`config.mk`:
```
export PLATFORM = sky130hd
export DESIGN_NAME = data_cache
export DESIGN_NICKNAME = d
export VERILOG_FILES = /design/src/hdl/cache_pkg.sv /design/src/hdl/data_cache.sv /design/src/hdl/line_access.sv
export VERILOG_INCLUDE_DIRS = /design/src /design/src/hdl
export SDC_FILE = /design/constraint.sdc
export NUM_CORES = 2
export LEC_CHECK = 0
export BUFFER_PORTS_ARGS = -buffer_cell sky130_fd_sc_hd__buf_2
export CORE_UTILIZATION = 25
export DETAILED_ROUTE_END_ITERATION = 12
export PLACE_DENSITY = 0.52
export SETUP_SLACK_MARGIN = 0.15
export SYNTH_ARGS = -nofsm -noshare
export SYNTH_HDL_FRONTEND = slang
export SYNTH_SLANG_ARGS = --single-unit
```
`constraint.sdc`:
```
create_clock -name clk -period 8.85 [get_ports clk]
set_clock_uncertainty 0.1 [all_clocks]
set_input_delay 0.4425 -clock clk [delete_from_list [all_inputs] [get_ports clk]]
set_output_delay 0.4425 -clock clk [all_outputs]
set_load 0.05 [all_outputs]
```
`src/hdl/cache_cfg.svh`:
```
`ifndef CACHE_CFG_SVH
`define CACHE_CFG_SVH

// Cache geometry
`define CACHE_ADDR_WIDTH 32
`define CACHE_LINE_BYTES 16
`define CACHE_N_LINES    4

// Backing store
`define MEM_LINES        64
`define MEM_READ_LATENCY 3

`endif
```
`src/hdl/cache_pkg.sv`:
```
package cache_pkg;

    typedef logic [31:0]  addr_t;  // Byte address
    typedef logic [31:0]  word_t;
    typedef logic [3:0]   strb_t;
    typedef logic [127:0] line_t;  // Four words
    typedef logic [1:0]   size_t;

    localparam size_t SIZE_BYTE = 2'd0;
    localparam size_t SIZE_HALF = 2'd1;
    localparam size_t SIZE_WORD = 2'd2;

    typedef enum logic [2:0] {
        IDLE,        // Serving hits, accepting requests
        WRITEBACK,   // Dirty victim out to memory
        REFILL,      // Waiting for line data
        FLUSH,       // Pick next line to clean
        FLUSH_WB,
        FLUSH_DONE   // Hold done until finish drops
    } cache_state_t;

endpackage

```
`src/hdl/data_cache.sv`:
```
`timescale 1ns/1ps
`include "cache_cfg.svh"

module data_cache import cache_pkg::*; #(
    parameter int N_LINES = `CACHE_N_LINES
) (
    input  logic  clk,
    input  logic  rstn,
    input  logic  cpu_req,
    input  logic  cpu_wr,
    input  addr_t cpu_addr,
    input  word_t cpu_wdata,
    input  strb_t cpu_wstrb,
    input  size_t cpu_size,
    output logic  cpu_ready,
    output word_t cpu_rdata,
    output logic  cpu_rvalid,
    output logic  hit,
    output logic  mem_req,
    output logic  mem_we,
    output addr_t mem_addr,
    output line_t mem_wdata,
    input  logic  mem_gnt,
    input  logic  mem_rvalid,
    input  line_t mem_rdata,
    input  logic  write_done,
    input  logic  finish,
    output logic  done
);

    localparam int OFFSET_BITS = $clog2(`CACHE_LINE_BYTES);
    localparam int IDX_BITS    = $clog2(N_LINES);
    localparam int TAG_BITS    = `CACHE_ADDR_WIDTH - OFFSET_BITS - IDX_BITS;
    localparam logic [IDX_BITS:0] FLUSH_END = (IDX_BITS+1)'(N_LINES);

    logic [TAG_BITS-1:0] tag_array   [N_LINES];
    logic                valid_array [N_LINES];
    logic                dirty_array [N_LINES];
    line_t               data_array  [N_LINES];

    cache_state_t      state;
    logic [IDX_BITS:0] flush_idx;  // One extra bit to mark the end
    logic              req_granted;

    logic  pend_wr;
    addr_t pend_addr;
    word_t pend_wdata;
    strb_t pend_wstrb;
    size_t pend_size;

    logic [IDX_BITS-1:0] curr_idx;
    logic [IDX_BITS-1:0] pend_idx;
    logic [IDX_BITS-1:0] fl_idx;
    logic [TAG_BITS-1:0] curr_tag;
    logic [TAG_BITS-1:0] pend_tag;
    logic                accept;
    logic                miss;
    logic                store_hit;
    logic                load_hit;
    logic                victim_dirty;
    logic                refill_done;
    word_t               curr_rdata;
    word_t               pend_rdata;
    line_t               curr_line;
    line_t               pend_line;

    function automatic addr_t victim_addr(input logic [IDX_BITS-1:0] idx);
        return {tag_array[idx], idx, {OFFSET_BITS{1'b0}}};
    endfunction

    assign curr_idx = cpu_addr[OFFSET_BITS +: IDX_BITS];
    assign curr_tag = cpu_addr[`CACHE_ADDR_WIDTH-1 -: TAG_BITS];
    assign pend_idx = pend_addr[OFFSET_BITS +: IDX_BITS];
    assign pend_tag = pend_addr[`CACHE_ADDR_WIDTH-1 -: TAG_BITS];
    assign fl_idx   = flush_idx[IDX_BITS-1:0];

    assign hit          = valid_array[curr_idx] && (tag_array[curr_idx] == curr_tag);
    assign cpu_ready    = (state == IDLE);
    assign accept       = cpu_req && cpu_ready;
    assign miss         = accept && !hit;
    assign store_hit    = accept && hit && cpu_wr;
    assign load_hit     = accept && hit && !cpu_wr;
    assign victim_dirty = valid_array[curr_idx] && dirty_array[curr_idx];
    assign refill_done  = (state == REFILL) && mem_rvalid;

    line_access curr_access (
        .line_in  (data_array[curr_idx]),
        .offset   (cpu_addr[OFFSET_BITS-1:0]),
        .size     (cpu_size),
        .wdata    (cpu_wdata),
        .wstrb    (cpu_wstrb),
        .rdata    (curr_rdata),
        .line_out (curr_line)
    );

    line_access pend_access (
        .line_in  (mem_rdata),
        .offset   (pend_addr[OFFSET_BITS-1:0]),
        .size     (pend_size),
        .wdata    (pend_wdata),
        .wstrb    (pend_wstrb),
        .rdata    (pend_rdata),
        .line_out (pend_line)
    );

    // Load miss data goes straight through in the refill cycle
    assign cpu_rvalid = load_hit || (refill_done && !pend_wr);
    assign cpu_rdata  = load_hit ? curr_rdata : pend_rdata;

    always_comb begin
        mem_req   = 1'b0;
        mem_we    = 1'b0;
        mem_addr  = '0;
        mem_wdata = '0;
        case (state)
            IDLE: begin
                if (miss) begin
                    mem_req = 1'b1;
                    if (victim_dirty) begin
                        mem_we    = 1'b1;
                        mem_addr  = victim_addr(curr_idx);
                        mem_wdata = data_array[curr_idx];
                    end else begin
                        mem_addr = {cpu_addr[`CACHE_ADDR_WIDTH-1:OFFSET_BITS], {OFFSET_BITS{1'b0}}};
                    end
                end
            end
            WRITEBACK: begin
                mem_req   = 1'b1;
                mem_we    = 1'b1;
                mem_addr  = victim_addr(pend_idx);
                mem_wdata = data_array[pend_idx];
            end
            REFILL: begin
                mem_req  = !req_granted;  // Held through the grant cycle
                mem_addr = {pend_addr[`CACHE_ADDR_WIDTH-1:OFFSET_BITS], {OFFSET_BITS{1'b0}}};
            end
            FLUSH_WB: begin
                mem_req   = 1'b1;
                mem_we    = 1'b1;
                mem_addr  = victim_addr(fl_idx);
                mem_wdata = data_array[fl_idx];
            end
            default: ;
        endcase
    end

    always_ff @(posedge clk or negedge rstn) begin
        if (!rstn) begin
            state       <= IDLE;
            flush_idx   <= '0;
            req_granted <= 1'b0;
            done        <= 1'b0;
            for (int i = 0; i < N_LINES; i++) begin
                valid_array[i] <= 1'b0;
                dirty_array[i] <= 1'b0;
            end
        end else begin
            case (state)
                IDLE: begin
                    if (store_hit) begin
                        dirty_array[curr_idx] <= 1'b1;
                    end
                    if (miss) begin
                        req_granted <= 1'b0;
                        state       <= victim_dirty ? WRITEBACK : REFILL;
                    end else if (finish) begin
                        flush_idx <= '0;
                        state     <= FLUSH;
                    end
                end
                WRITEBACK: begin
                    if (mem_gnt) begin
                        state <= REFILL;
                    end
                end
                REFILL: begin
                    if (mem_gnt) begin
                        req_granted <= 1'b1;
                    end
                    if (mem_rvalid) begin
                        valid_array[pend_idx] <= 1'b1;
                        dirty_array[pend_idx] <= pend_wr;  // Merged store makes it dirty
                        state                 <= IDLE;
                    end
                end
                FLUSH: begin
                    if (flush_idx == FLUSH_END) begin
                        if (write_done) begin
                            done  <= 1'b1;
                            state <= FLUSH_DONE;
                        end
                    end else if (valid_array[fl_idx] && dirty_array[fl_idx]) begin
                        state <= FLUSH_WB;
                    end else begin
                        flush_idx <= flush_idx + 1'b1;  // Skip clean line
                    end
                end
                FLUSH_WB: begin
                    if (mem_gnt) begin
                        valid_array[fl_idx] <= 1'b0;
                        dirty_array[fl_idx] <= 1'b0;
                        flush_idx           <= flush_idx + 1'b1;
                        state               <= FLUSH;
                    end
                end
                FLUSH_DONE: begin
                    if (!finish) begin
                        done  <= 1'b0;
                        state <= IDLE;
                    end
                end
                default: state <= IDLE;
            endcase
        end
    end

    always_ff @(posedge clk) begin
        if (store_hit) begin
            data_array[curr_idx] <= curr_line;
        end
        if (miss) begin
            pend_wr    <= cpu_wr;
            pend_addr  <= cpu_addr;
            pend_wdata <= cpu_wdata;
            pend_wstrb <= cpu_wstrb;
            pend_size  <= cpu_size;
        end
        if (refill_done) begin
            tag_array[pend_idx]  <= pend_tag;
            data_array[pend_idx] <= pend_wr ? pend_line : mem_rdata;
        end
    end

    a_req_stable: assert property (@(posedge clk) disable iff (!rstn)
        (mem_req && !mem_gnt) |=>
            (mem_req && $stable(mem_we) && $stable(mem_addr) && $stable(mem_wdata)))
        else $error("data_cache: memory request changed before its grant");

    a_rvalid_in_refill: assert property (@(posedge clk) disable iff (!rstn)
        mem_rvalid |-> (state == REFILL && req_granted))
        else $error("data_cache: read data without a granted refill");

endmodule

```
`src/hdl/line_access.sv`:
```
`timescale 1ns/1ps

module line_access import cache_pkg::*; (
    input  line_t      line_in,
    input  logic [3:0] offset,
    input  size_t      size,
    input  word_t      wdata,
    input  strb_t      wstrb,
    output word_t      rdata,
    output line_t      line_out
);

    logic [1:0] word_sel;
    logic [1:0] byte_sel;
    word_t      sel_word;
    strb_t      gen_strb;
    strb_t      strb;

    assign word_sel = offset[3:2];
    assign byte_sel = offset[1:0];
    assign sel_word = line_in[word_sel*32 +: 32];

    always_comb begin
        case (size)
            SIZE_BYTE: rdata = {24'h0, sel_word[byte_sel*8 +: 8]};
            SIZE_HALF: rdata = {16'h0, sel_word[byte_sel[1]*16 +: 16]};
            default:   rdata = sel_word;
        endcase
    end

    always_comb begin
        case (size)
            SIZE_BYTE: gen_strb = 4'b0001 << byte_sel;
            SIZE_HALF: gen_strb = byte_sel[1] ? 4'b1100 : 4'b0011;
            default:   gen_strb = 4'b1111;
        endcase
    end

    assign strb = (wstrb != 4'b0000) ? wstrb : gen_strb;  // CPU strobe wins

    // Store data is lane aligned so byte b of wdata lands in byte b of the word
    always_comb begin
        line_out = line_in;
        for (int b = 0; b < 4; b++) begin
            if (strb[b]) begin
                line_out[word_sel*32 + b*8 +: 8] = wdata[b*8 +: 8];
            end
        end
    end

    always_comb begin
        assert (size !== 2'b11)
            else $error("line_access: reserved size code 3");
    end

endmodule

```
Yosys cells after proc, flatten, opt, wreduce, memory -nomap -nowiden

Memory sizes are Yosys's and may differ from the RTL's. A register that Yosys moved wholly into a read port is not among the register bits.
Index checks and enable logic that the tools add are counted.
W data, S select, Z words.

$add $sub $neg: 15
Order comparisons: 6
Equality and inequality tests: 25
Shifts and indexed selects: 24
Multiplexer cells: 96
Bitwise logic cells: 8
Reductions and logical operators: 36

Operator list:

| operator                   | number |
|---|---|
| $mux W128                  | 12 |
| $bwmux W128                | 8 |
| $shift A8 B34 Y128 const A | 8 |
| $shiftx A8 B34 Y128        | 8 |
| $pmux W128 S3              | 1 |
| $shiftx A128 B8 Y32        | 2 |
| $neg A32 Y34               | 6 |
| $pmux W32 S2               | 2 |
| $pmux W32 S4               | 1 |
| $reduce_or A128 Y1         | 1 |
| $mux W32                   | 3 |
| $neg A7 Y34                | 2 |
| $shiftx A32 B6 Y16         | 2 |
| $shiftx A32 B6 Y8          | 2 |
| $mux W3                    | 14 |
| $mux W4                    | 9 |
| $add A7 B5 Y8 const B      | 4 |
| $eq A26 B26 Y1             | 1 |
| $mux W1                    | 24 |
| $pmux W4 S2                | 3 |
| $ne A2 B2 Y1 const B       | 10 |
| $pmux W3 S6                | 1 |
| $add A7 B4 Y8 const B      | 2 |
| $logic_and A1 B1 Y1        | 13 |
| other kinds (35)           | 71 |

Register bits: 87
RAM bits: 616
Bits of input ports: 206
Logic and storage cells: 229
Memories: 2

Memories:

| memory     | depth | width | read ports | clocked after memory_dff | write ports | line             | RTL |
|---|---|---|---|---|---|---|---|
| data_array | 4     | 128   | 3          | 1                        | 1           | data_cache.sv:39 | `line_t data_array [N_LINES];` |
| tag_array  | 4     | 26    | 3          | 1                        | 1           | data_cache.sv:36 | `logic [TAG_BITS-1:0] tag_array [N_LINES];` |

Depth between registers and ports, before layout

Word-level depth: 12
Depth in mapped cells: 13
Depth with buffers taken out: 8

Hierarchy

Synthesis repeated with hierarchy kept, for this count alone.

Cells, all modules: 3434
Area, all modules: 47291.6 µm²

Modules (own cells, without submodules):

| module                     | times used | cells an instance | area each (µm²) | sequential area each (µm²) |
|---|---|---|---|---|
| data_cache                 | 1          | 2432              | 39898.3         | 21070.2 |
| line_access at pend_access | 1          | 492               | 3731.1          | 0.0 |
| line_access at curr_access | 1          | 510               | 3662.3          | 0.0 |

Least setup slack after synthesis

No wires, ideal clock.

Kind: reg2reg
Start point: register state[1]
End point: memory data_array[1][0] (netlist name), enable pin
Library setup time: 0.617 ns
Data arrival time: 9.059 ns
Slack: -0.926 ns
Cell stages (with the launch flop): 8
Path buffers: 1
Period minus slack after synthesis: 9.776 ns
Cells stage by stage: dfrtp_1 clkbuf_1 inv_1 nor3_1 nand2_1 nor3b_1 a31oi_1 nor2_1

Cells in the longest elaborated chain, start to end: 7
Elaborated cells between the ends (all ways): 13
Those cells by class: eq/ne (1); mux (6); reduce/logical (6)

Ends and longest elaborated chain:

| element                                                                    | line              | RTL |
|---|---|---|
| start, declared                                                            | data_cache.sv:41  | `cache_state_t state;` |
| start signal, assigned                                                     | data_cache.sv:166 | `state <= victim_dirty ? WRITEBACK : REFILL;` |
| parallel branches: the longest is 7 deep, another holds $reduce_or A128 Y1 | n/a               |  |
| end, declared                                                              | data_cache.sv:39  |  |

Several ways; the timed one is not identified.

Worst setup path after layout

Start point: register state[1]
End point: output mem_wdata[119]

Cells in the longest elaborated chain, start to end: 5
Elaborated cells between the ends (all ways): 7
Those cells by class: eq/ne (2); mux (2); reduce/logical (3)

Ends and longest elaborated chain:

| element             | line                                | RTL |
|---|---|---|
| $logic_not A3 Y1    | data_cache.sv:78, data_cache.sv:115 |  |
| $logic_and A1 B1 Y1 | data_cache.sv:79                    | `assign accept = cpu_req && cpu_ready;` |
| $logic_and A1 B1 Y1 | data_cache.sv:80                    | `assign miss = accept && !hit;` |
| $mux W128           | data_cache.sv:117                   | `if (miss) begin` |
| $pmux W128 S3 *     | data_cache.sv:115                   | `case (state)` |
| end, declared       | data_cache.sv:22                    | `output line_t mem_wdata,` |

Every way passes the cells marked *; elsewhere a longest branch is shown, timed or not.

==> run_summary.xml <==
<?xml version="1.0" encoding="UTF-8"?>
<metrics>
  <group name="synth">
    <metric name="synth_largest_type_area_fraction" unit="">0.469</metric>
    <metric name="synth_cell_type_count" unit="">73</metric>
    <metric name="ys.warnings.count" unit="">0</metric>
    <metric name="netlist_area" unit="sq um">44000</metric>
    <metric name="synth.top_cells.by_area" unit="">sky130_fd_sc_hd__edfxtp_1 (47%), sky130_fd_sc_hd__mux4_2 (25%), sky130_fd_sc_hd__a22o_1 (2.6%), sky130_fd_sc_hd__a21o_1 (2.3%), sky130_fd_sc_hd__nand2_1 (2.2%)</metric>
    <metric name="postSynthRegisterBits" unit="">705</metric>
    <metric name="postSynth.asyncResetShare" unit="">0.0227</metric>
    <metric name="postSynthCellCount" unit="">3066</metric>
    <metric name="synth.avg_cell_area" unit="sq um">14.4</metric>
    <metric name="synth_top_cell_by_area" unit="">sky130_fd_sc_hd__edfxtp_1</metric>
    <metric name="synth-edff-count" unit="">687</metric>
    <metric name="seq_area_frac_synth" unit="">0.479</metric>
    <metric name="dominantRegCellSynth" unit="">sky130_fd_sc_hd__edfxtp_1</metric>
  </group>
  <group name="sta">
    <metric name="timing_hold_violations_final" unit="">0</metric>
    <metric name="final_max_slew_viol_count" unit="">0</metric>
    <metric name="worstMarginPinSlew" unit="ns">1.31</metric>
    <metric name="max_slew_margin" unit="">0.124</metric>
    <metric name="finalWorstPathRequiredPeriod" unit="ns">5.59</metric>
    <metric name="grt_setup_unrepaired" unit="">false</metric>
    <metric name="max_freq" unit="GHz">0.179</metric>
    <metric name="totalNegativeSetupSlack" unit="ns">0</metric>
    <metric name="final-setup-viol-count" unit="">0</metric>
    <metric name="final_min_period_over_clock_period" unit="">0.632</metric>
  </group>
  <group name="grt">
    <metric name="vias_in_the_first_global_route" unit="">32500</metric>
    <metric name="remaining_overflow_grt" unit="">0</metric>
    <metric name="grt_use_total" unit="">0.207</metric>
    <metric name="grt_max_degree" unit="">137</metric>
    <metric name="antenna_violations_before_repair" unit="">29</metric>
    <metric name="first_pass_grt_wire_length" unit="mm">263</metric>
  </group>
  <group name="place">
    <metric name="io_buffer_count" unit="">399</metric>
    <metric name="dp_hpwl" unit="mm">126</metric>
    <metric name="gp_congestion" unit="">0.922</metric>
    <metric name="placed_area" unit="sq um">48300</metric>
  </group>
  <group name="clock_network">
    <metric name="tritoncts" unit="">done</metric>
    <metric name="cts_buffer_depth" unit="">3</metric>
    <metric name="cts_made_buffers" unit="">85</metric>
    <metric name="clock_insertion_delay_worst_skew" unit="ns">0.74</metric>
    <metric name="count_of_h_tree_levels_built_during_cts" unit="">3</metric>
    <metric name="ctsRootBufferMaster" unit="">sky130_fd_sc_hd__clkbuf_16</metric>
    <metric name="clk_transition_reported_paths" unit="ns">0.07</metric>
    <metric name="cts.sink_count" unit="">705</metric>
  </group>
  <group name="setup_path">
    <metric name="r2r_cells" unit="">8</metric>
    <metric name="worst-path-buf-inv" unit="">2</metric>
    <metric name="worst_r2r_startpoint" unit="">state[1]</metric>
    <metric name="worst_path_dominant_cell_family" unit="">simple AND/OR/NAND/NOR gates</metric>
    <metric name="critical_path.reg2reg.endpoint" unit="">data_array[1][20]</metric>
    <metric name="timing.critical_path.cells" unit="">nor3_1 -&gt; and2_1 -&gt; nand3_1 -&gt; nor2_4 -&gt; buf_4 -&gt; a21o_1 -&gt; buf_2</metric>
    <metric name="endpoint_kind" unit="">output pin</metric>
    <metric name="cp_data_arrival_time" unit="ns">5.05</metric>
    <metric name="critical_path.slowest_cell" unit="">sky130_fd_sc_hd__nor3_1</metric>
    <metric name="worst-endpoint-required" unit="ns">8.31</metric>
    <metric name="setup.worst_path.class" unit="">reg -&gt; out</metric>
    <metric name="max_stage_delay" unit="ns">0.96</metric>
    <metric name="worst-path-max-fanout" unit="">71</metric>
    <metric name="worst-r2r-setup-slack" unit="ns">3.79</metric>
    <metric name="timing.critical_path.from" unit="">state[1]</metric>
    <metric name="critPathLaunchType" unit="">flip-flop</metric>
  </group>
  <group name="power_and_ir_drop">
    <metric name="leakagePower" unit="nW">18.3</metric>
    <metric name="power.density_cell_area" unit="nW/um^2">298</metric>
    <metric name="vdd_drop_max" unit="V">0.000233</metric>
  </group>
  <group name="finish">
    <metric name="most-common-layout-cells" unit="">sky130_fd_sc_hd__edfxtp_1 (687), sky130_fd_sc_hd__mux4_2 (483), sky130_fd_sc_hd__buf_2 (397)</metric>
    <metric name="regArea" unit="sq um">21100</metric>
    <metric name="layout-area-overhead-vs-synth" unit="%">18.0</metric>
    <metric name="most_common_cell_after_layout_fill_and_taps_aside" unit="">sky130_fd_sc_hd__edfxtp_1</metric>
    <metric name="post-route-cell-area" unit="sq um">51900</metric>
    <metric name="multi_input_area" unit="sq um">21700</metric>
    <metric name="design.final.nets" unit="">3612</metric>
    <metric name="number_of_filler_instances_in_the_final_layout" unit="">17500</metric>
    <metric name="final_layout_size_suffix_gt1_frac" unit="">0.320</metric>
  </group>
  <group name="floorplanning">
    <metric name="core_region_area" unit="sq um">174000</metric>
    <metric name="initial_core_util" unit="">0.252</metric>
    <metric name="width_of_the_die" unit="um">422</metric>
    <metric name="dieArea" unit="sq um">178000</metric>
    <metric name="design.portCount" unit="">404</metric>
    <metric name="die_height" unit="um">422</metric>
    <metric name="floorplan.rows" unit="">153</metric>
  </group>
  <group name="min_path">
    <metric name="min_to" unit="">pend_addr[1]</metric>
    <metric name="worstHoldPathCells" unit="">1</metric>
    <metric name="hold_path.class" unit="">in -&gt; reg</metric>
    <metric name="timing.hold.worst.start" unit="">cpu_addr[1]</metric>
  </group>
  <group name="detailed_routing">
    <metric name="drt_iter0_markers" unit="">4054</metric>
    <metric name="wirelength" unit="mm">190</metric>
    <metric name="final_antenna_net_count" unit="">0</metric>
    <metric name="drt_pass1_iterations" unit="">7</metric>
    <metric name="detail_route.drc_violations" unit="">0</metric>
    <metric name="wl_per_cell" unit="um">32.7</metric>
    <metric name="via_per_instance_ratio" unit="">5.82</metric>
    <metric name="vias" unit="">33800</metric>
  </group>
  <group name="status">
    <metric name="outcome" unit="">finished clean</metric>
  </group>
  <group name="flow_run">
    <metric name="maxCapViolations" unit="">0</metric>
  </group>
</metrics>
## cells in the mapped netlist (3+ instances only)
library cell	n
sky130_fd_sc_hd__a221oi_1	65
sky130_fd_sc_hd__inv_1	16
sky130_fd_sc_hd__a211oi_1	102
sky130_fd_sc_hd__or3_1	6
sky130_fd_sc_hd__o22ai_1	18
sky130_fd_sc_hd__clkbuf_1	186
sky130_fd_sc_hd__dlygate4sd3_1	4
sky130_fd_sc_hd__ha_1	14
sky130_fd_sc_hd__a32o_1	4
sky130_fd_sc_hd__nand4b_1	8
sky130_fd_sc_hd__a21o_1	133
sky130_fd_sc_hd__nor3_1	14
sky130_fd_sc_hd__nand2b_1	13
sky130_fd_sc_hd__buf_1	40
sky130_fd_sc_hd__o32ai_1	4
sky130_fd_sc_hd__mux2i_1	78
sky130_fd_sc_hd__buf_6	5
sky130_fd_sc_hd__nand3_1	96
sky130_fd_sc_hd__o221ai_1	4
sky130_fd_sc_hd__nor4b_2	4
sky130_fd_sc_hd__and2_1	9
sky130_fd_sc_hd__dfrtp_1	16
sky130_fd_sc_hd__xor2_1	7
sky130_fd_sc_hd__nor2b_1	10
sky130_fd_sc_hd__nor2_1	183
sky130_fd_sc_hd__buf_12	5
sky130_fd_sc_hd__nor4_1	4
sky130_fd_sc_hd__and3_1	32
sky130_fd_sc_hd__mux4_2	483
sky130_fd_sc_hd__edfxtp_1	687
sky130_fd_sc_hd__mux4_1	37
sky130_fd_sc_hd__a21oi_1	86
sky130_fd_sc_hd__a22oi_1	43
sky130_fd_sc_hd__buf_4	8
sky130_fd_sc_hd__a22o_1	129
sky130_fd_sc_hd__nand4_1	12
sky130_fd_sc_hd__nand2_1	261
sky130_fd_sc_hd__o21ai_0	47
sky130_fd_sc_hd__o21a_1	3
sky130_fd_sc_hd__xnor2_1	19
sky130_fd_sc_hd__a31oi_1	94
sky130_fd_sc_hd__buf_2	32
## area by class of cell
class,count,share of cell area
Timing Repair Buffer,517,0.0621
Clock buffer,98,0.0425
Multi-Input combinational cell,2065,0.419
Sequential cell,705,0.406
Clock inverter,58,0.0129
Tap cell,2325,0.0560
Inverter,18,0.00135
Antenna cell,13,0.000626
## how the worst max path moves through the flow
stage                          to  slack (ns)  cells after the start
2_1_floorplan    data_array[1][0]        1.19                      7
3_3_place_gp    data_array[1][49]        3.33                     10
3_5_place_dp   data_array[0][114]        3.28                     10
4_1_cts            mem_wdata[119]        3.18                      7
5_1_grt            mem_wdata[119]        3.11                      7
6_report           mem_wdata[119]        3.26                      7
## metrics by stage
step            util  power [mW]  setup slack [ns]  hold slack, ns  cells
2_1_floorplan      -        9.46              1.19          0.0469   3069
3_3_place_gp   0.277        11.8              3.33           0.313   5561
3_5_place_dp   0.277        11.9              3.28           0.306   5561
4_1_cts        0.298        15.6              3.18         0.00303   5786
5_1_grt        0.298        16.0              3.11          0.0323   5797
6_report       0.298        15.5              3.26          0.0509   5799
## per-layer routing
layer  routed length [um]  global-route usage  up-vias
met5                   55                   0        -
li1                     -                   -    13600
met1                68500               0.248    17600
met3                14900              0.0372      447
met2                91500               0.340     2103
met4                14900               0.142        8
## power by group
group / switching (mW) / total [mW] / internal [mW]
logic: 4.89 / 7.13 / 2.24
clock network: 1.53 / 3.66 / 2.12
registers: 0.370 / 4.70 / 4.33
total: 6.79 / 15.5 / 8.69
## cells by family (layout without fill, tap and decap cells)
| family | after synthesis | count (layout) | share of synthesized area |
|---|---|---|---|
| AO/OA/AOI/OAI | 749 | 749 | 0.124 |
| XOR/XNOR | 26 | 26 | 0.00517 |
| adder cells (fa/ha/maj) | 14 | 14 | 0.00398 |
| buffers and inverters | 299 | 691 | 0.0306 |
| flip-flops | 705 | 705 | 0.479 |
| multiplexers | 603 | 603 | 0.289 |
| other | 1 | 17 | 0.0000852 |
| AND/OR/NAND/NOR | 669 | 669 | 0.0688 |
## registers in the layout, indices dropped and copies added (netlist names), named ones only
name,count
data_array,512
dirty_array,4
done,1
flush_idx,3
pend_addr,32
pend_size,2
pend_wdata,32
pend_wr,1
pend_wstrb,4
req_granted,1
state,3
tag_array,104
valid_array,4
## timing repair
action | 4_1_cts | 5_1_grt
hold buffers | 69 | 0
endpoints found under the setup margin | 0 | 0
endpoints found under the hold margin | 85 | 0
setup buffers | 0 | 0
gates resized for setup | 0 | 0
Note: power is estimated with default switching activity, not from simulation.
